--- src/core_bus_pkg.sv ---
package core_bus_pkg;

  typedef logic [31:0] addr_t;  // byte address
  typedef logic [63:0] data_t;
  typedef logic [7:0]  strb_t;  // one bit per data byte
  typedef logic [3:0]  id_t;
  typedef logic [7:0]  len_t;   // beats minus one
  typedef logic [1:0]  resp_t;

  localparam resp_t resp_okay = 2'b00;

  // clint window, both ends inclusive
  localparam addr_t clint_base = 32'h0200_0000;
  localparam addr_t clint_last = 32'h0200_ffff;

  localparam logic [15:0] mtimecmp_off = 16'h4000;
  localparam logic [15:0] mtime_off    = 16'hbff8;

  typedef enum logic [2:0] {
    idle,
    ifu_read,
    exu_read,
    exu_write,
    clint_read,
    clint_write
  } grant_t;

endpackage

--- src/clint.sv ---
`timescale 1ns/1ps

module clint (
  input  logic                clock,
  input  logic                reset,
  input  logic                arvalid_i,
  output logic                arready_o,
  input  core_bus_pkg::addr_t araddr_i,
  output logic                rvalid_o,
  input  logic                rready_i,
  output core_bus_pkg::data_t rdata_o,
  output core_bus_pkg::resp_t rresp_o,
  input  logic                awvalid_i,
  output logic                awready_o,
  input  core_bus_pkg::addr_t awaddr_i,
  input  logic                wvalid_i,
  output logic                wready_o,
  input  core_bus_pkg::data_t wdata_i,
  input  core_bus_pkg::strb_t wstrb_i,
  output logic                bvalid_o,
  input  logic                bready_i,
  output logic                timer_irq_o
);

  import core_bus_pkg::*;

  data_t mtime;
  data_t mtimecmp;
  logic  wr_fire;

  assign arready_o   = !rvalid_o;  // one read in flight
  assign awready_o   = wvalid_i && !bvalid_o;  // aw and w taken in the same cycle
  assign wready_o    = awvalid_i && !bvalid_o;
  assign wr_fire     = awvalid_i && wvalid_i && !bvalid_o;
  assign rresp_o     = resp_okay;
  assign timer_irq_o = mtime >= mtimecmp;

  always_ff @(posedge clock) begin
    if (reset) begin
      mtime    <= '0;
      mtimecmp <= '1;  // no interrupt until software sets a compare value
      rvalid_o <= 1'b0;
      bvalid_o <= 1'b0;
    end else begin
      mtime <= mtime + 64'd1;
      if (arvalid_i && arready_o) begin
        rvalid_o <= 1'b1;
      end else if (rready_i) begin
        rvalid_o <= 1'b0;
      end
      if (wr_fire) begin
        bvalid_o <= 1'b1;
      end else if (bready_i) begin
        bvalid_o <= 1'b0;
      end
      if (wr_fire && awaddr_i[15:0] == mtimecmp_off) begin
        for (int b = 0; b < 8; b++) begin
          if (wstrb_i[b]) begin
            mtimecmp[8*b +: 8] <= wdata_i[8*b +: 8];
          end
        end
      end
    end
  end

  always_ff @(posedge clock) begin
    if (arvalid_i && arready_o) begin
      case (araddr_i[15:0])
        mtime_off:    rdata_o <= mtime;
        mtimecmp_off: rdata_o <= mtimecmp;
        default:      rdata_o <= '0;  // unmapped offsets read zero
      endcase
    end
  end

  // requests on this link lie in the clint window
  a_ar_window: assert property (@(posedge clock) disable iff (reset)
    arvalid_i |-> araddr_i >= clint_base && araddr_i <= clint_last);

  a_aw_window: assert property (@(posedge clock) disable iff (reset)
    awvalid_i |-> awaddr_i >= clint_base && awaddr_i <= clint_last);

endmodule

--- config.mk ---
export PLATFORM = sky130hd
export DESIGN_NAME = clint
export DESIGN_NICKNAME = d
export VERILOG_FILES = /design/src/core_bus_pkg.sv /design/src/clint.sv
export SDC_FILE = /design/constraint.sdc
export NUM_CORES = 1
export LEC_CHECK = 0
export ABC_AREA = 1
export BUFFER_PORTS_ARGS = -buffer_cell sky130_fd_sc_hd__buf_2
export CAP_MARGIN = 20
export CORE_MARGIN = 2
export CORE_UTILIZATION = 35
export DETAILED_ROUTE_END_ITERATION = 16
export GPL_ROUTABILITY_DRIVEN = 0
export PLACE_DENSITY = 0.62
export RECOVER_POWER = 25
export SETUP_SLACK_MARGIN = 0.4
export SYNTH_ARGS = -nofsm -noshare
export SYNTH_HDL_FRONTEND = slang
export SYNTH_SLANG_ARGS = --single-unit
--- constraint.sdc ---
create_clock -name clock -period 2.1 [get_ports clock]
set_input_delay 0.21 -clock clock [delete_from_list [all_inputs] [get_ports clock]]
set_output_delay 0.21 -clock clock [all_outputs]
set_load 0.05 [all_outputs]
* Word-level counts from Yosys, hierarchy flattened
Cells that the tools add are included.
** Word-level totals
- Output and inout port bits :: 72
- Bits in registers :: 194
- Logic and storage cells :: 40
** Operators by class
- Reductions and logical operators :: 18
- Eq/ne operators :: 3
- Magnitude comparators :: 1
- $add $sub $neg :: 1
- Muxes and demuxes :: 5
** Operators by type and width (count)
- case mux 64 bit (2 select lines) :: 1
- adder 64 x 1 -> 64 bit, second input constant :: 1
- greater-or-equal comparator 64 bit :: 1
- equality test 16 x 15 -> 1 bit, second input constant :: 2
- equality test 16 bit, second input constant :: 1
- AND reduction 2 bit :: 8
- logical AND 1 bit :: 6
- two-way mux 1 bit :: 4
- nonzero test 2 bit :: 2
- zero test 1 bit :: 2

* Longest topological paths before layout
Gate-level depths: netlist (run 1).
- Depth after elaboration :: 4
- Gate-level depth with buffers :: 15

* Worst setup path before layout (run 1)
No wires, ideal clock.
- Path type :: register to register
- Start :: register rvalid_o
- End :: register rdata_o[0] (enable)
- Data required time :: 1681 ps
- Buffers on the path :: 0
- Arrival time :: 2256 ps
- Slack :: -575 ps
- Cell stages (with the launch flop) :: 4
- Cell sequence :: dfxtp_1 -> inv_1 -> nand2_1 -> inv_1
** On the way
- Word-level cells in the longest chain between the ends :: 2
** RTL lines
- from (decl) :: RTL line clint.sv:9 : output logic rvalid_o,
- from (signal assigned) :: RTL line clint.sv:42 : rvalid_o <= 1'b0;
- from (signal assigned) :: RTL line clint.sv:47 : rvalid_o <= 1'b1;
- from (signal assigned) :: RTL line clint.sv:49 : rvalid_o <= 1'b0;
- zero test 1 bit :: RTL line clint.sv:31 : assign arready_o = !rvalid_o;
- named net arready_o :: RTL line clint.sv:7 : output logic arready_o,
- logical AND 1 bit :: RTL line clint.sv:67 : if (arvalid_i && arready_o) begin
- to (signal assigned) :: RTL line clint.sv:69 : mtime_off: rdata_o <= mtime;
- to (signal assigned) :: RTL line clint.sv:70 : mtimecmp_off: rdata_o <= mtimecmp;
- to (decl) :: RTL line clint.sv:11 : output core_bus_pkg::data_t rdata_o,
The timed path passes the listed nets, and every way through them passes these cells.
A chain may end at the register's enable or synchronous reset.

* Worst setup path after layout (run 1)
- Start :: register mtimecmp[7]
- End :: output port timer_irq_o
** On the way
- Word-level cells in the longest chain between the ends :: 1
** RTL lines
- from (decl) :: RTL line clint.sv:28 : data_t mtimecmp;
- from (signal, indexed assignment) :: RTL line clint.sv:59 : mtimecmp[8*b +: 8] <= wdata_i[8*b +: 8];
- greater-or-equal comparator 64 bit :: RTL line clint.sv:36 : assign timer_irq_o = mtime >= mtimecmp;
- to (decl) :: RTL line clint.sv:22 : output logic timer_irq_o
No other way between the ends.

==> flow_metrics.env, run 1 <==
export IMPL_reg2reg_depth=9
export IMPL_coreArea_mm2=0.0295
export IMPL_violations="negative setup slack"
export IMPL_cts_sinks=194
export IMPL_rows=63
export IMPL_async_flop_share_pct=0
export IMPL_wl_per_cell_um=16.6
export IMPL_fin_crit_ns=2.34
export IMPL_grt_pass1_vias=9652
export IMPL_synth_top_cell_area_share_pct=25.0
export IMPL_port_buffers=180
export IMPL_crit_required_ns=1.89
export IMPL_grt_ovfl_total=0
export IMPL_track_usage_pct=21.2
export IMPL_fin_area_mm2=0.0149
export IMPL_dieArea_mm2=0.0312
export IMPL_crit_top_cell="nand2_1"
export IMPL_cts_max_level=4
export IMPL_nets=1851
export IMPL_ir_drop_mv=0.496
export IMPL_setup_viol=1
export IMPL_crit_type="reg -> out"
export IMPL_synth_area_leader_cell="dfxtp_1"
export IMPL_post_route_period_util_pct=112
export IMPL_drive_gt1_share_pct=35.4
export IMPL_power_mw=8.05
export IMPL_cp_num_cells=13
export IMPL_first_pass_iters=5
export IMPL_antenna_found_initial=0
export IMPL_power_density_mw_per_mm2=541
export IMPL_synth_common_cells="nand2_1, inv_1, dfxtp_1"
export IMPL_synth_cells=1312
export IMPL_max_slew_worst_pin_slew_ns=1.31
export IMPL_post_route_worst_setup_slack_ns=-0.242
export IMPL_worst_setup_path_end_kind="output pin"
export IMPL_worst_ep_arrival_time_ns=2.13
export IMPL_hold_path_class="in -> reg"
export IMPL_maxSlewViolCount=0
export IMPL_ys_seq_elements=194
export IMPL_dieHeight_um=177
export IMPL_clock_latency_ns=0.46
export IMPL_route_detailed_drc=0
export IMPL_synth_area_mm2=0.0104
export IMPL_die_x_um=177
export IMPL_synth_ff_type="dfxtp_1"
export IMPL_grt_start_max_net_pins=83
export IMPL_endpoint="timer_irq_o"
export IMPL_synth_cell_types=39
export IMPL_max_cap_violations=0
export IMPL_crit_chain="inv_1, ha_4, nand2_1, nor2_2, nand2_1, nor2_1, nor2_1, nand2_1, nand2_1, nand2_2, nand2_2, nand2_2, buf_8"
export IMPL_p_leak_nw=6.52
export IMPL_fin_util_pct=50.5
export IMPL_crit_fanout=3
export IMPL_diodes=0
export IMPL_reg2reg_to="mtime[37]"
export IMPL_initial_utilization_pct=35.3
export IMPL_syn_area_per_cell_um2=7.94
export IMPL_slew_headroom_pct=12.5
export IMPL_critPathMaxStageDelay_ns=0.31
export IMPL_cts_tree="built"
export IMPL_io_pin_count=215
export IMPL_cp_startpoint="mtimecmp[7]"
export IMPL_wirelength_mm=33.9
export IMPL_place_area_mm2=0.0122
export IMPL_n_fill_cell=2810
export IMPL_reg2reg_from="mtime[0]"
export IMPL_fmax_ghz=0.427
export IMPL_first_iter_violations=878
export IMPL_finalHoldViolCount=0
export IMPL_status="complete, but fails checks"
export IMPL_yosysMostFrequentCell="nand2_1"
export IMPL_reg2reg_slack_ns=0.12
export IMPL_worst_hold_slack_ns=0.00895
export IMPL_clkTransAtPathRegs_ns=0.08
export IMPL_cp_slowest_cell="dfxtp_1"
export IMPL_vias=10400
export IMPL_cts_path_max_buffers=2
export IMPL_yosys_warnings=0
export IMPL_hpwl_mm=23.8
export IMPL_area_growth_pct=42.9
export IMPL_ys_seq_area_share_pct=43.4
export IMPL_start_kind="flop"
export IMPL_skew_ns=0.0182
export IMPL_synth_edf_count=64
export IMPL_cpLargestDelayFamily="simple AND/OR/NAND/NOR gates"
export IMPL_placed_cells=1907
export IMPL_grt_pass1_wl_mm=51.3
export IMPL_vias_per_cell=5.08
export IMPL_ant_nets=0
export IMPL_critPathBufInv=2
export IMPL_rsz0062_at_grt="yes"
export IMPL_yosys_top_cells_area="dfxtp_1, edfxtp_1, nand2_1"
export IMPL_fin_cells=2046
export IMPL_clock_root_buffer="clkbuf_16"
export IMPL_cts_buffers=17
-- area by class of cell --
type	instances	area, um2	share of cell area, %
sequential	194	4600	30.9
clock inverter	14	160	1.08
tap	390	488	3.28
inverter	191	731	4.91
timing repair buffer	345	2460	16.5
clock buffer	18	429	2.88
multi-input combinational	894	6020	40.5
-- where the power goes --
| part | switching [mW] | internal [mW] | total [mW] | leakage, nW |
|---|---|---|---|---|
| Combinational | 0.449 | 0.228 | 0.677 | 4.52 |
| Sequential | 0.0228 | 3.93 | 3.95 | 1.70 |
| Clock | 1.71 | 1.71 | 3.42 | 0.293 |
-- cells by family after synthesis --
family | after synthesis | share of synthesized area [%]
and+or+nand+nor | 577 | 25.6
AOI/OAI and AO/OA | 244 | 14.1
DFF | 194 | 43.4
other | 1 | 0.0360
adders and majority gates | 65 | 7.81
xor gates and xnor gates | 5 | 0.420
buffers and inverters | 226 | 8.62
-- stage by stage --
step	setup WS, ns	TNS [ns]
after CTS	-0.227	-0.227
after detailed placement	-0.0103	-0.0103
after global routing	-0.344	-0.344
after global placement	-0.00511	-0.00511
after floorplan	-0.115	-7.46
final	-0.242	-0.242
-- worst reg2reg max path, delay by kind of cell, from the launching register on --
family | cells | cell delay [ns]
and+or+nand+nor | 5 | 1.01
buffers and inverters | 2 | 0.30
DFF | 1 | 0.34
AOI/OAI and AO/OA | 2 | 0.22
-- layout by cell type (no fill, tap or decap), types with 31 or more instances in the layout --
cell type and instances:
inv_1 155, nand2_1 250, nor2_4 40, inv_2 31, o211ai_1 64, nand2_2 36
o22ai_1 59, buf_4 76, nor2_1 70, ha_1 44, dfxtp_2 42, dlygate4sd3_1 63
edfxtp_1 64, buf_2 170, a21oi_1 71, nand3_1 46, dfxtp_1 83
-- worst min-delay path by stage --
stage                            from            to  depth (start not counted)
after global placement    wdata_i[60]  mtimecmp[60]                          3
after floorplan            wdata_i[0]   mtimecmp[0]                          2
after CTS                 wdata_i[53]  mtimecmp[53]                          3
after detailed placement  wdata_i[56]  mtimecmp[56]                          3
final                     wdata_i[55]  mtimecmp[55]                          3
after global routing      wdata_i[55]  mtimecmp[55]                          3
-- repair_timing --
| action | in CTS | in global routing |
|---|---|---|
| pin swaps | 44 | 75 |
| buffers inserted | 17 | 26 |
| hold endpoints to repair | 63 | 0 |
| resized for setup | 143 | 181 |
| setup endpoints to repair | 34 | 95 |
| cloned | 0 | 1 |
| hold buffers | 63 | 0 |
-- registers in the layout, summed over array words and instances, names as in the netlist --
register and cells:
mtime 64, bvalid_o 1, mtimecmp 64, rdata_o 64, rvalid_o 1
-- routing by layer --
metal	up-vias	GRT usage, %	part of all wire [%]
li1	5104	-	-
met1	4826	29.1	45
met2	398	33.5	46
met3	75	3.36	6.1
met4	0	7.61	3.3
met5	-	0	0
Note: power is estimated with default switching activity, not from simulation.
==> run 2, diff against run 1 <==
CTS_BUF_LIST = sky130_fd_sc_hd__clkbuf_16   (was default)
==> flow_metrics.env, run 2 (synthesized netlist as in run 1, its figures left out) <==
export IMPL_skew_ns=0.0190
export IMPL_busiest_layer="met2"
export IMPL_layout_commonest_cell="nand2_1"
export IMPL_worst_hold_slack_ns=0.00705
export IMPL_diodes=0
export IMPL_grtUsageMet3_pct=3.36
export IMPL_first_iter_violations=909
export IMPL_hold_path_class="in -> reg"
export IMPL_crit_type="reg -> out"
export IMPL_post_route_period_util_pct=111
export IMPL_dieArea_mm2=0.0312
export IMPL_cts_max_level=4
export IMPL_ant_nets=0
export IMPL_wirelength_mm=33.9
export IMPL_clock_root_buffer="clkbuf_16"
export IMPL_setup_viol=1
export IMPL_track_usage_pct=21.2
export IMPL_hpwl_mm=23.8
export IMPL_worst_setup_path_end_kind="output pin"
export IMPL_use_met2_pct=33.5
export IMPL_violations="negative setup slack"
export IMPL_vias_per_cell=5.07
export IMPL_cts_buffers=17
export IMPL_reg_largest_list="mtime (64), mtimecmp (64), rdata_o (64)"
export IMPL_status="complete, but fails checks"
export IMPL_power_density_mw_per_mm2=541
export IMPL_wl_per_cell_um=16.6
export IMPL_nets=1851
export IMPL_crit_fanout=3
export IMPL_cts_tree="built"
export IMPL_antenna_found_initial=0
export IMPL_fin_crit_ns=2.34
export IMPL_max_cap_violations=0
export IMPL_route_detailed_drc=0
export IMPL_grt_pass1_wl_mm=51.3
export IMPL_grt_ovfl_total=0
export IMPL_p_leak_nw=6.52
export IMPL_vias=10400
export IMPL_first_pass_iters=7
export IMPL_drive_gt1_share_pct=35.4
export IMPL_worst_ep_arrival_time_ns=2.13
export IMPL_rsz0062_at_grt="yes"
export IMPL_maxSlewViolCount=0
export IMPL_io_pin_count=215
export IMPL_slew_headroom_pct=11.0
export IMPL_dp_slack_ns=-0.0103
export IMPL_crit_required_ns=1.89
export IMPL_die_x_um=177
export IMPL_timing_setup_tns_ns=-0.236
export IMPL_finalHoldViolCount=0
export IMPL_fmax_ghz=0.428
export IMPL_area_growth_pct=42.9
export IMPL_initial_utilization_pct=35.3
export IMPL_ir_drop_mv=0.499
export IMPL_rows=63
export IMPL_grt_start_max_net_pins=83
export IMPL_cts_sinks=194
export IMPL_cts_path_max_buffers=2
export IMPL_power_mw=8.05
export IMPL_post_route_worst_setup_slack_ns=-0.236
export IMPL_max_slew_worst_pin_slew_ns=1.34
export IMPL_port_buffers=180
export IMPL_dieHeight_um=177
export IMPL_clock_latency_ns=0.46
export IMPL_clkTransAtPathRegs_ns=0.08
export IMPL_grt_pass1_vias=9652
export IMPL_final_cell_mix="nand2_1, buf_2, inv_1, dfxtp_1, buf_4"
export IMPL_coreArea_mm2=0.0295
export IMPL_gr_usage_met1_pct=29.1
export IMPL_start_kind="flop"
## run 2: cell count changes in the layout (fill, tap and decap cells not counted)
cell,delta
clkbuf_1,-1
inv_1,+1
## run 2: repair_timing
item / in CTS / in global routing
pin swaps: 44 / 75
resized for setup: 143 / 181
hold buffers: 63 / 0
gates cloned: 0 / 1
setup buffers: 17 / 26
endpoints found under the hold margin: 63 / 0
setup endpoints to repair: 34 / 95
## run 2: power by group
| part | total (mW) | switching, mW | internal [mW] |
|---|---|---|---|
| Combinational | 0.677 | 0.449 | 0.228 |
| Clock | 3.42 | 1.72 | 1.71 |
| Sequential | 3.95 | 0.0229 | 3.93 |
| Total | 8.05 | 2.19 | 5.87 |
## run 2: layer usage
metal	vias up	wire length [um]
met5	-	0
met4	0	1090
met3	70	2050
met2	402	15500
met1	4788	15300
li1	5114	-
## run 2: layout make-up
type / count / area, um2
fill: 2810 / 14600
multi-input combinational: 894 / 6020
sequential: 194 / 4600
timing repair buffer: 345 / 2460
inverter: 191 / 731
tap: 390 / 488
clock buffer: 17 / 425
clock inverter: 15 / 164
## run 2: stage by stage
stage	cells	utilization, %	instance area [um2]
after floorplan	1313	-	10500
after global placement	1907	41.2	12200
after detailed placement	1907	41.2	12200
after CTS	2019	47.7	14100
after global routing	2046	50.5	14900
final	2046	50.5	14900
## run 2: critical path, stage by stage, from the launching register on
cell     delay, ns
dfxtp_2       0.39
ha_4          0.22
a21oi_1       0.15
nand2_1       0.08
nand2_1       0.07
nand2_2       0.07
nor2_1        0.10
nand2_1       0.09
nand2_1       0.09
nand2_2       0.11
nand2_2       0.09
nand2_2       0.06
buf_8         0.15
## run 2: path summary, 6_finish.rpt
kind,startpoint,endpoint,slack (ns),cells after the start
worst max-delay path,mtime[11],timer_irq_o,-0.24,12
worst min-delay path,wdata_i[55],mtimecmp[55],0.007,3
worst max register to register,mtime[0],mtime[37],0.13,9
worst min register to register,mtime[60],mtime[60],0.49,2
