File: config.mk
export PLATFORM = sky130hd
export DESIGN_NAME = bus_arbiter
export DESIGN_NICKNAME = d
export VERILOG_FILES = /design/src/core_bus_pkg.sv /design/src/bus_arbiter.sv
export SDC_FILE = /design/constraint.sdc
export NUM_CORES = 1
export LEC_CHECK = 0
export ABC_AREA = 1
export BUFFER_PORTS_ARGS = -buffer_cell sky130_fd_sc_hd__buf_2
export CAP_MARGIN = 25
export CORE_AREA = 4 4 326 328
export CTS_CLUSTER_SIZE = 30
export DETAILED_ROUTE_END_ITERATION = 6
export DIE_AREA = 0 0 330 332
export PLACE_DENSITY = 0.3
export SYNTH_ARGS = -nofsm -noshare
export SYNTH_HDL_FRONTEND = slang
export SYNTH_SLANG_ARGS = --single-unit
File: constraint.sdc
create_clock -name clock -period 1.2 [get_ports clock]
set_input_delay 0.12 -clock clock [delete_from_list [all_inputs] [get_ports clock]]
set_output_delay 0.12 -clock clock [all_outputs]
set_load 0.005 [all_outputs]
File: src/core_bus_pkg.sv
package core_bus_pkg;

  typedef logic [31:0] addr_t;  // byte address
  typedef logic [63:0] data_t;
  typedef logic [7:0]  strb_t;  // one bit per data byte
  typedef logic [3:0]  id_t;
  typedef logic [7:0]  len_t;   // beats minus one
  typedef logic [1:0]  resp_t;

  localparam resp_t resp_okay = 2'b00;

  // clint window, both ends inclusive
  localparam addr_t clint_base = 32'h0200_0000;
  localparam addr_t clint_last = 32'h0200_ffff;

  localparam logic [15:0] mtimecmp_off = 16'h4000;
  localparam logic [15:0] mtime_off    = 16'hbff8;

  typedef enum logic [2:0] {
    idle,
    ifu_read,
    exu_read,
    exu_write,
    clint_read,
    clint_write
  } grant_t;

endpackage

File: src/bus_arbiter.sv
`timescale 1ns/1ps

module bus_arbiter (
  input  logic                clock,
  input  logic                reset,
  // ifu, read only
  input  logic                ifu_arvalid_i, ifu_rready_i,
  output logic                ifu_arready_o, ifu_rvalid_o, ifu_rlast_o,
  input  core_bus_pkg::addr_t ifu_araddr_i,
  input  core_bus_pkg::id_t   ifu_arid_i,
  input  core_bus_pkg::len_t  ifu_arlen_i,
  input  logic [2:0]          ifu_arsize_i,
  input  logic [1:0]          ifu_arburst_i,
  output core_bus_pkg::data_t ifu_rdata_o,
  output core_bus_pkg::resp_t ifu_rresp_o,
  output core_bus_pkg::id_t   ifu_rid_o,
  // exu, read and write
  input  logic                exu_arvalid_i, exu_rready_i,
  output logic                exu_arready_o, exu_rvalid_o, exu_rlast_o,
  input  core_bus_pkg::addr_t exu_araddr_i, exu_awaddr_i,
  input  core_bus_pkg::id_t   exu_arid_i, exu_awid_i,
  input  core_bus_pkg::len_t  exu_arlen_i, exu_awlen_i,
  input  logic [2:0]          exu_arsize_i, exu_awsize_i,
  input  logic [1:0]          exu_arburst_i, exu_awburst_i,
  output core_bus_pkg::data_t exu_rdata_o,
  output core_bus_pkg::resp_t exu_rresp_o, exu_bresp_o,
  output core_bus_pkg::id_t   exu_rid_o, exu_bid_o,
  input  logic                exu_awvalid_i, exu_wvalid_i, exu_wlast_i, exu_bready_i,
  output logic                exu_awready_o, exu_wready_o, exu_bvalid_o,
  input  core_bus_pkg::data_t exu_wdata_i,
  input  core_bus_pkg::strb_t exu_wstrb_i,
  // shared axi4 port
  output logic                m_arvalid_o, m_rready_o, m_awvalid_o, m_wvalid_o, m_wlast_o,
  output logic                m_bready_o,
  input  logic                m_arready_i, m_rvalid_i, m_rlast_i, m_awready_i, m_wready_i,
  input  logic                m_bvalid_i,
  output core_bus_pkg::addr_t m_araddr_o, m_awaddr_o,
  output core_bus_pkg::id_t   m_arid_o, m_awid_o,
  output core_bus_pkg::len_t  m_arlen_o, m_awlen_o,
  output logic [2:0]          m_arsize_o, m_awsize_o,
  output logic [1:0]          m_arburst_o, m_awburst_o,
  output core_bus_pkg::data_t m_wdata_o,
  output core_bus_pkg::strb_t m_wstrb_o,
  input  core_bus_pkg::data_t m_rdata_i,
  input  core_bus_pkg::resp_t m_rresp_i, m_bresp_i,
  input  core_bus_pkg::id_t   m_rid_i, m_bid_i,
  // clint link, single beats
  output logic                clint_arvalid_o, clint_rready_o, clint_awvalid_o,
  output logic                clint_wvalid_o, clint_bready_o,
  input  logic                clint_arready_i, clint_rvalid_i, clint_awready_i,
  input  logic                clint_wready_i, clint_bvalid_i,
  output core_bus_pkg::addr_t clint_araddr_o, clint_awaddr_o,
  output core_bus_pkg::data_t clint_wdata_o,
  output core_bus_pkg::strb_t clint_wstrb_o,
  input  core_bus_pkg::data_t clint_rdata_i,
  input  core_bus_pkg::resp_t clint_rresp_i
);

  import core_bus_pkg::*;

  grant_t grant;
  id_t    clint_id_q;  // echoed as rid/bid on the clint path
  logic   ar_in_clint;
  logic   aw_in_clint;
  logic   done;        // final transfer of the granted access
  logic   sel_ifu, sel_exu_rd, sel_exu_wr, sel_clint_rd, sel_clint_wr;

  assign ar_in_clint  = (exu_araddr_i >= clint_base) && (exu_araddr_i <= clint_last);
  assign aw_in_clint  = (exu_awaddr_i >= clint_base) && (exu_awaddr_i <= clint_last);
  assign sel_ifu      = grant == ifu_read;
  assign sel_exu_rd   = grant == exu_read;
  assign sel_exu_wr   = grant == exu_write;
  assign sel_clint_rd = grant == clint_read;
  assign sel_clint_wr = grant == clint_write;

  always_comb begin
    case (grant)
      ifu_read:    done = m_rvalid_i && ifu_rready_i && m_rlast_i;
      exu_read:    done = m_rvalid_i && exu_rready_i && m_rlast_i;
      exu_write:   done = m_bvalid_i && exu_bready_i;
      clint_read:  done = clint_rvalid_i && exu_rready_i;
      clint_write: done = clint_bvalid_i && exu_bready_i;
      default:     done = 1'b0;
    endcase
  end

  // exu read, then exu write, then ifu read
  always_ff @(posedge clock) begin
    if (reset) begin
      grant <= idle;
    end else if (grant == idle) begin
      if (exu_arvalid_i) begin
        grant <= ar_in_clint ? clint_read : exu_read;
      end else if (exu_awvalid_i) begin
        grant <= aw_in_clint ? clint_write : exu_write;
      end else if (ifu_arvalid_i) begin
        grant <= ifu_read;
      end
    end else if (done) begin
      grant <= idle;
    end
  end

  always_ff @(posedge clock) begin
    if (grant == idle) begin
      clint_id_q <= exu_arvalid_i ? exu_arid_i : exu_awid_i;
    end
  end

  // shared port
  assign m_arvalid_o = (sel_ifu && ifu_arvalid_i) || (sel_exu_rd && exu_arvalid_i);
  assign m_araddr_o  = sel_ifu ? ifu_araddr_i  : (sel_exu_rd ? exu_araddr_i  : '0);
  assign m_arid_o    = sel_ifu ? ifu_arid_i    : (sel_exu_rd ? exu_arid_i    : '0);
  assign m_arlen_o   = sel_ifu ? ifu_arlen_i   : (sel_exu_rd ? exu_arlen_i   : '0);
  assign m_arsize_o  = sel_ifu ? ifu_arsize_i  : (sel_exu_rd ? exu_arsize_i  : '0);
  assign m_arburst_o = sel_ifu ? ifu_arburst_i : (sel_exu_rd ? exu_arburst_i : '0);
  assign m_rready_o  = (sel_ifu && ifu_rready_i) || (sel_exu_rd && exu_rready_i);
  assign m_awvalid_o = sel_exu_wr && exu_awvalid_i;
  assign m_awaddr_o  = sel_exu_wr ? exu_awaddr_i  : '0;
  assign m_awid_o    = sel_exu_wr ? exu_awid_i    : '0;
  assign m_awlen_o   = sel_exu_wr ? exu_awlen_i   : '0;
  assign m_awsize_o  = sel_exu_wr ? exu_awsize_i  : '0;
  assign m_awburst_o = sel_exu_wr ? exu_awburst_i : '0;
  assign m_wvalid_o  = sel_exu_wr && exu_wvalid_i;
  assign m_wdata_o   = sel_exu_wr ? exu_wdata_i : '0;
  assign m_wstrb_o   = sel_exu_wr ? exu_wstrb_i : '0;
  assign m_wlast_o   = sel_exu_wr && exu_wlast_i;
  assign m_bready_o  = sel_exu_wr && exu_bready_i;

  // ifu side
  assign ifu_arready_o = sel_ifu && m_arready_i;
  assign ifu_rvalid_o  = sel_ifu && m_rvalid_i;
  assign ifu_rdata_o   = sel_ifu ? m_rdata_i : '0;
  assign ifu_rresp_o   = sel_ifu ? m_rresp_i : '0;
  assign ifu_rid_o     = sel_ifu ? m_rid_i   : '0;
  assign ifu_rlast_o   = sel_ifu && m_rlast_i;

  // exu side, from sram or clint
  assign exu_arready_o = (sel_exu_rd && m_arready_i) || (sel_clint_rd && clint_arready_i);
  assign exu_rvalid_o  = (sel_exu_rd && m_rvalid_i) || (sel_clint_rd && clint_rvalid_i);
  assign exu_rdata_o   = sel_exu_rd ? m_rdata_i : (sel_clint_rd ? clint_rdata_i : '0);
  assign exu_rresp_o   = sel_exu_rd ? m_rresp_i : (sel_clint_rd ? clint_rresp_i : '0);
  assign exu_rid_o     = sel_exu_rd ? m_rid_i   : (sel_clint_rd ? clint_id_q    : '0);
  assign exu_rlast_o   = (sel_exu_rd && m_rlast_i) || sel_clint_rd;  // clint beat is the last
  assign exu_awready_o = (sel_exu_wr && m_awready_i) || (sel_clint_wr && clint_awready_i);
  assign exu_wready_o  = (sel_exu_wr && m_wready_i) || (sel_clint_wr && clint_wready_i);
  assign exu_bvalid_o  = (sel_exu_wr && m_bvalid_i) || (sel_clint_wr && clint_bvalid_i);
  assign exu_bresp_o   = sel_exu_wr ? m_bresp_i : (sel_clint_wr ? resp_okay  : '0);
  assign exu_bid_o     = sel_exu_wr ? m_bid_i   : (sel_clint_wr ? clint_id_q : '0);

  // clint link
  assign clint_arvalid_o = sel_clint_rd && exu_arvalid_i;
  assign clint_araddr_o  = sel_clint_rd ? exu_araddr_i : '0;
  assign clint_rready_o  = sel_clint_rd && exu_rready_i;
  assign clint_awvalid_o = sel_clint_wr && exu_awvalid_i;
  assign clint_awaddr_o  = sel_clint_wr ? exu_awaddr_i : '0;
  assign clint_wvalid_o  = sel_clint_wr && exu_wvalid_i;
  assign clint_wdata_o   = sel_clint_wr ? exu_wdata_i : '0;
  assign clint_wstrb_o   = sel_clint_wr ? exu_wstrb_i : '0;
  assign clint_bready_o  = sel_clint_wr && exu_bready_i;

  // an ifu beat needs the grant from before its address phase
  a_ifu_r_granted: assert property (@(posedge clock) disable iff (reset)
    ifu_rvalid_o |-> $past(grant) == ifu_read);

  // no response may still be pending once the grant is released
  a_idle_quiet: assert property (@(posedge clock) disable iff (reset)
    grant == idle |-> !m_rvalid_i && !m_bvalid_i && !clint_rvalid_i && !clint_bvalid_i);

endmodule

**After elaboration in Yosys (flattened, before gate mapping)**

Cells that the tools add are included.

- Output and inout port bits: 472
- Input bits: 382
- Register bits after elaboration: 7
- Word-level logic and storage cells: 101

- Mux-type cells: 42
- Equal/unequal tests: 6
- Reductions and logical operators: 47
- $lt $le $gt $ge: 4

Operators with widths:

| kind | number |
|---|---|
| two-way mux 64 bit | 5 |
| two-way mux 32 bit | 5 |
| >= comparator 32 x 26 -> 1 bit, second input constant | 2 |
| <= comparator 32 x 26 -> 1 bit, second input constant | 2 |
| two-way mux 8 bit | 5 |
| logical AND 1 bit | 36 |
| two-way mux 4 bit | 9 |
| two-way mux 3 bit | 10 |
| two-way mux 2 bit | 7 |
| logical OR 1 bit | 8 |
| == test 3 x 2 -> 1 bit, second input constant | 2 |
| == test 3 bit, second input constant | 2 |
| case mux 1 bit (5 select lines) | 1 |
| inequality test 4 bit, second input constant | 1 |
| == test 3 x 1 -> 1 bit, second input constant | 1 |
| zero test 3 bit | 1 |
| AND reduction 2 bit | 1 |
| nonzero test 2 bit | 1 |

**Depth between registers and ports, before layout**

- Depth in word-level cells: 6
- Depth in mapped cells: 11
- Mapped depth without buffers: 10

**Worst setup path before layout**

No wires, ideal clock.

- Path kind: register -> output
- Start point: register grant[0]
- End point: output port exu_rdata_o[61]
- Slack: -0.082 ns
- Data arrival time: 1.162 ns
- Cell stages (with the launch flop): 7
- Cell sequence: dfxtp_1 -> buf_6 -> nor2_2 -> nand2_1 -> buf_2 -> buf_2 -> o21ai_0

- Word-level cells in the longest chain between the ends: 3

Ends and longest elaborated chain:

| what | RTL line | RTL |
|---|---|---|
| start, declared | bus_arbiter.sv:61 | `grant_t grant;` |
| start signal, assigned | bus_arbiter.sv:90 | `grant <= idle;` |
| start signal, assigned | bus_arbiter.sv:93 | `grant <= ar_in_clint ? clint_read : exu_read;` |
| start signal, assigned | bus_arbiter.sv:95 | `grant <= aw_in_clint ? clint_write : exu_write;` |
| == test 3 bit | bus_arbiter.sv:73 | `assign sel_clint_rd = grant == clint_read;` |
| two-way mux 64 bit | bus_arbiter.sv:141 | `assign exu_rdata_o = sel_exu_rd ? m_rdata_i : (sel_clint_rd ? clint_rdata_i : '0);` |
| two-way mux 64 bit * | bus_arbiter.sv:141 |  |
| end, declared | bus_arbiter.sv:25 | `output core_bus_pkg::data_t exu_rdata_o,` |

Every way passes the cells marked *; elsewhere a longest branch is shown, timed or not.

**Final worst setup path**

- Start point: register grant[0]
- End point: output port clint_araddr_o[13]

- Word-level cells in the longest chain between the ends: 2

Ends and longest elaborated chain:

| what | RTL line | RTL |
|---|---|---|
| == test 3 bit | bus_arbiter.sv:73 |  |
| two-way mux 32 bit | bus_arbiter.sv:153 | `assign clint_araddr_o = sel_clint_rd ? exu_araddr_i : '0;` |
| end, declared | bus_arbiter.sv:52 | `output core_bus_pkg::addr_t clint_araddr_o, clint_awaddr_o,` |

No other way between the ends.

==> impl_metrics.py <==
metrics = {
    "critical_path": {
        "critPathMaxFanout": 8,
        "crit_path_end_kind": "primary output",
        "crit_type": "register to primary output",
        "r2r-start": "grant[2]",
        "timing.critical_path.from": "grant[0]",
        "arrival_ns": 1.69,
        "reg2reg_depth": 10,
        "cp.required_ns": 1.08,
        "crit_end": "clint_araddr_o[13]",
        "start_kind": "register",
        "r2r_setup_slack_ns": -0.33,
        "r2r-end": "grant[0]",
    },
    "sta": {
        "setup_viol": 479,
        "tns_ns": -216.70,
        "max_freq_mhz": 552,
        "grt_setup_unrepaired": "yes",
        "timing.final.crit_period_ns": 1.81,
        "drv_slew": 0,
        "fin_ws_ns": -0.612,
        "fin_skew_ns": 0.00282,
        "max_slew_margin_pct": 71.2,
        "worstMarginPinSlew_ns": 0.432,
        "finalHoldViolCount": 0,
        "fin_crit_sh_pct": 151,
    },
    "floorplanning": {
        "die_x_um": 330,
        "initial_core_util_pct": 4.31,
        "coreArea_um2": 103000,
        "io_pins": 854,
        "die_h_um": 332,
        "dieArea_um2": 110000,
        "rows": 118,
    },
    "global_route": {
        "grt_start_max_net_pins": 51,
        "grt_first_pass_wirelength_um": 82700,
        "antenna_found_initial": 14,
        "globalRouteTotalUtil_pct": 10.8,
        "grt_pass1_vias": 9965,
        "grt.overflow.total": 0,
    },
    "logic_synthesis": {
        "synth_top_area_share_pct": 30.0,
        "synth_seq_cells": 7,
        "synthesis.area_um2": 4450,
        "synth_xor_area_share_pct": 0,
        "ys_seq_area_share_pct": 4.05,
        "synth_area_leaders": "nor2_1 30%, inv_1 25%, nand3_1 11%",
        "synth_mux_area_share_pct": 0,
        "ys_warn_count": 0,
        "synth_top_area_cell": "nor2_1",
        "ys_types": 23,
        "synth-simple-area-share_pct": 44.8,
        "synth.avg_cell_area_um2": 4.40,
        "synth_fa_ha_area_share_pct": 0,
        "synth_top_family_by_area": "simple AND/OR/NAND/NOR gates",
        "syn-num-nets": 1393,
        "synth_cells": 1011,
        "synth-compound-area-share_pct": 17.0,
    },
    "clocking": {
        "holdBufCountCts": 0,
        "insertion_delay_ns": 0.24,
        "clk_pin_slew_ns": 0.04,
        "clk_path_buf_depth": 2,
        "cts_tree": "yes",
        "root_buffer": "clkbuf_16",
        "clock_sinks": 7,
        "cts_buffers": 3,
        "cts_max_level": 1,
    },
    "placed_design": {
        "gp_congestion": 0.887,
        "post-dp-hpwl_um": 56600,
        "placed_cells": 3314,
        "portBuffers": 853,
        "place_ws_ns": -0.511,
    },
    "finish": {
        "multiInputGateArea_um2": 4340,
        "synthToLayoutAreaGrowth_pct": 228,
        "register_area_um2": 191,
        "final_layout_size_suffix_gt1_share_pct": 66.5,
        "fillers": 12200,
        "layoutNonFillerInstCount": 3377,
        "layout.nets": 2374,
    },
    "power_and_ir_drop": {
        "cellPowerDensity_nw_per_um2": 1210,
        "power_frac_clock_pct": 3.5,
        "swShare_pct": 51.1,
        "ir_drop_mv": 0.493,
        "pwr-share-seq_pct": 2.7,
        "p_comb_share_pct": 93.8,
        "p_sw_mw": 8.98,
        "p_int_mw": 8.59,
        "total_power_mw": 17.6,
        "p_leak_nw": 8.48,
    },
    "drt": {
        "via_per_inst": 3.02,
        "drcViolationCount": 0,
        "ant_nets": 0,
        "routed_wl_um": 67200,
        "detail_route.wl_per_cell_um": 19.9,
        "firstDrtPassIters": 5,
        "drt_iter0_markers": 369,
        "dr_total_vias": 10200,
    },
    "run_status": {
        "status": "finished with violations",
        "violations": "setup timing",
    },
    "run": {
        "cap_viol_max_count": 0,
    },
    "hold_path": {
        "hp-class": "input pin to register",
        "hp-start": "reset",
    },
}
==> cell usage after synthesis <==
library cell	n
inv_1	300
clkbuf_1	30
inv_2	3
o22ai_1	43
nor3_1	3
o21ai_0	91
a21oi_1	3
buf_4	9
nand4_1	4
nand3_2	3
buf_6	2
a22oi_2	1
nand3b_1	1
dfxtp_1	3
edfxtp_1	4
nand2_2	2
nand3_1	94
nand2_1	22
nor2_2	1
nor2_4	1
o21ai_1	1
buf_2	35
nor2_1	355
==> power by group through the flow <==
stage               combinational [mW]  clock (mW)  sequential (mW)
floorplan                         4.70           0            0.411
global placement                  12.2           0            0.463
detailed placement                12.1           0            0.472
CTS                               14.7       0.631            0.473
global route                      17.7       0.639            0.498
finish                            16.5       0.614            0.482
==> what timing repair did <==
| action | CTS | global route |
|---|---|---|
| gates resized for setup | 161 | 388 |
| gates cloned | 9 | 9 |
| setup endpoints to repair | 479 | 479 |
| setup buffers | 25 | 17 |
| pin swaps | 7 | 11 |
==> through the flow <==
stage | utilization [%] | instance area [um2] | hold WS, ns
2_1_floorplan | - | 4740 | 0.189
3_3_place_gp | 11.4 | 11700 | 0.393
3_5_place_dp | 11.4 | 11700 | 0.386
4_1_cts | 12.4 | 12800 | 0.121
5_1_grt | 14.1 | 14600 | 0.123
6_report | 14.1 | 14600 | 0.0971
==> layer usage <==
| metal | vias up | global-route usage (%) | routed length, um |
|---|---|---|---|
| met5 | - | 0 | 41 |
| met4 | 6 | 1.88 | 1280 |
| met3 | 50 | 2.07 | 5120 |
| met2 | 545 | 19.7 | 33200 |
| met1 | 4613 | 13.2 | 27600 |
| li1 | 4969 | - | - |
==> how the worst min path moves through the flow <==
| stage | to | slack [ns] | depth (start not counted) |
|---|---|---|---|
| final | grant[1] | 0.1 | 2 |
| after global routing | grant[1] | 0.12 | 2 |
| after CTS | grant[1] | 0.12 | 2 |
| after detailed placement | grant[0] | 0.39 | 2 |
| after global placement | grant[1] | 0.39 | 2 |
| after floorplan | grant[0] | 0.19 | 1 |
==> registers in the layout, indices dropped and copies added, names as in the netlist <==
signal      cells
clint_id_q      4
grant           3
==> cell families (layout without fill, tap and decap cells) <==
logic type	after synthesis	in the layout
AND/OR/NAND/NOR	486	486
flip-flops	7	7
AO/OA/AOI/OAI	139	139
other	0	6
buffers and inverters	379	1359
==> layout by cell type (no fill, tap or decap), types with 3 or more instances in the layout <==
cell       instances
o22ai_4           16
nand2_4            3
diode_2            6
o21ai_4            3
dfxtp_4            3
nor3_1             3
nor2_1           213
buf_16            12
nor2_2            60
buf_12            33
nor2_4            84
o22ai_2           19
o21ai_1           41
nand2_1           18
o21ai_0           28
o21ai_2           20
inv_1            300
buf_4             97
o22ai_1            8
clkbuf_16         11
nand3_1           44
edfxtp_1           4
nand3_2           43
nand3_4           10
buf_2            814
buf_8             21
nand4_1            4
buf_6             67
==> area by class of cell <==
class                   instances  area share (%)
diodes                          6           0.103
clock buffers                   4           0.541
inverters                     303            7.90
multi-input cells             625            29.8
flip-flops and latches          7            1.31
well taps                    1380            11.9
repair buffers               1052            48.5
==> worst max-delay path, stage by stage, from the launching register on <==
cell     delay, ns
dfxtp_4       0.35
buf_6         0.13
nor2_4        0.16
buf_12        0.13
nand2_8       0.09
buf_12        0.18
buf_12        0.16
nor2_4        0.07
buf_2         0.12
No activity file was read; power rests on OpenSTA's default activity.
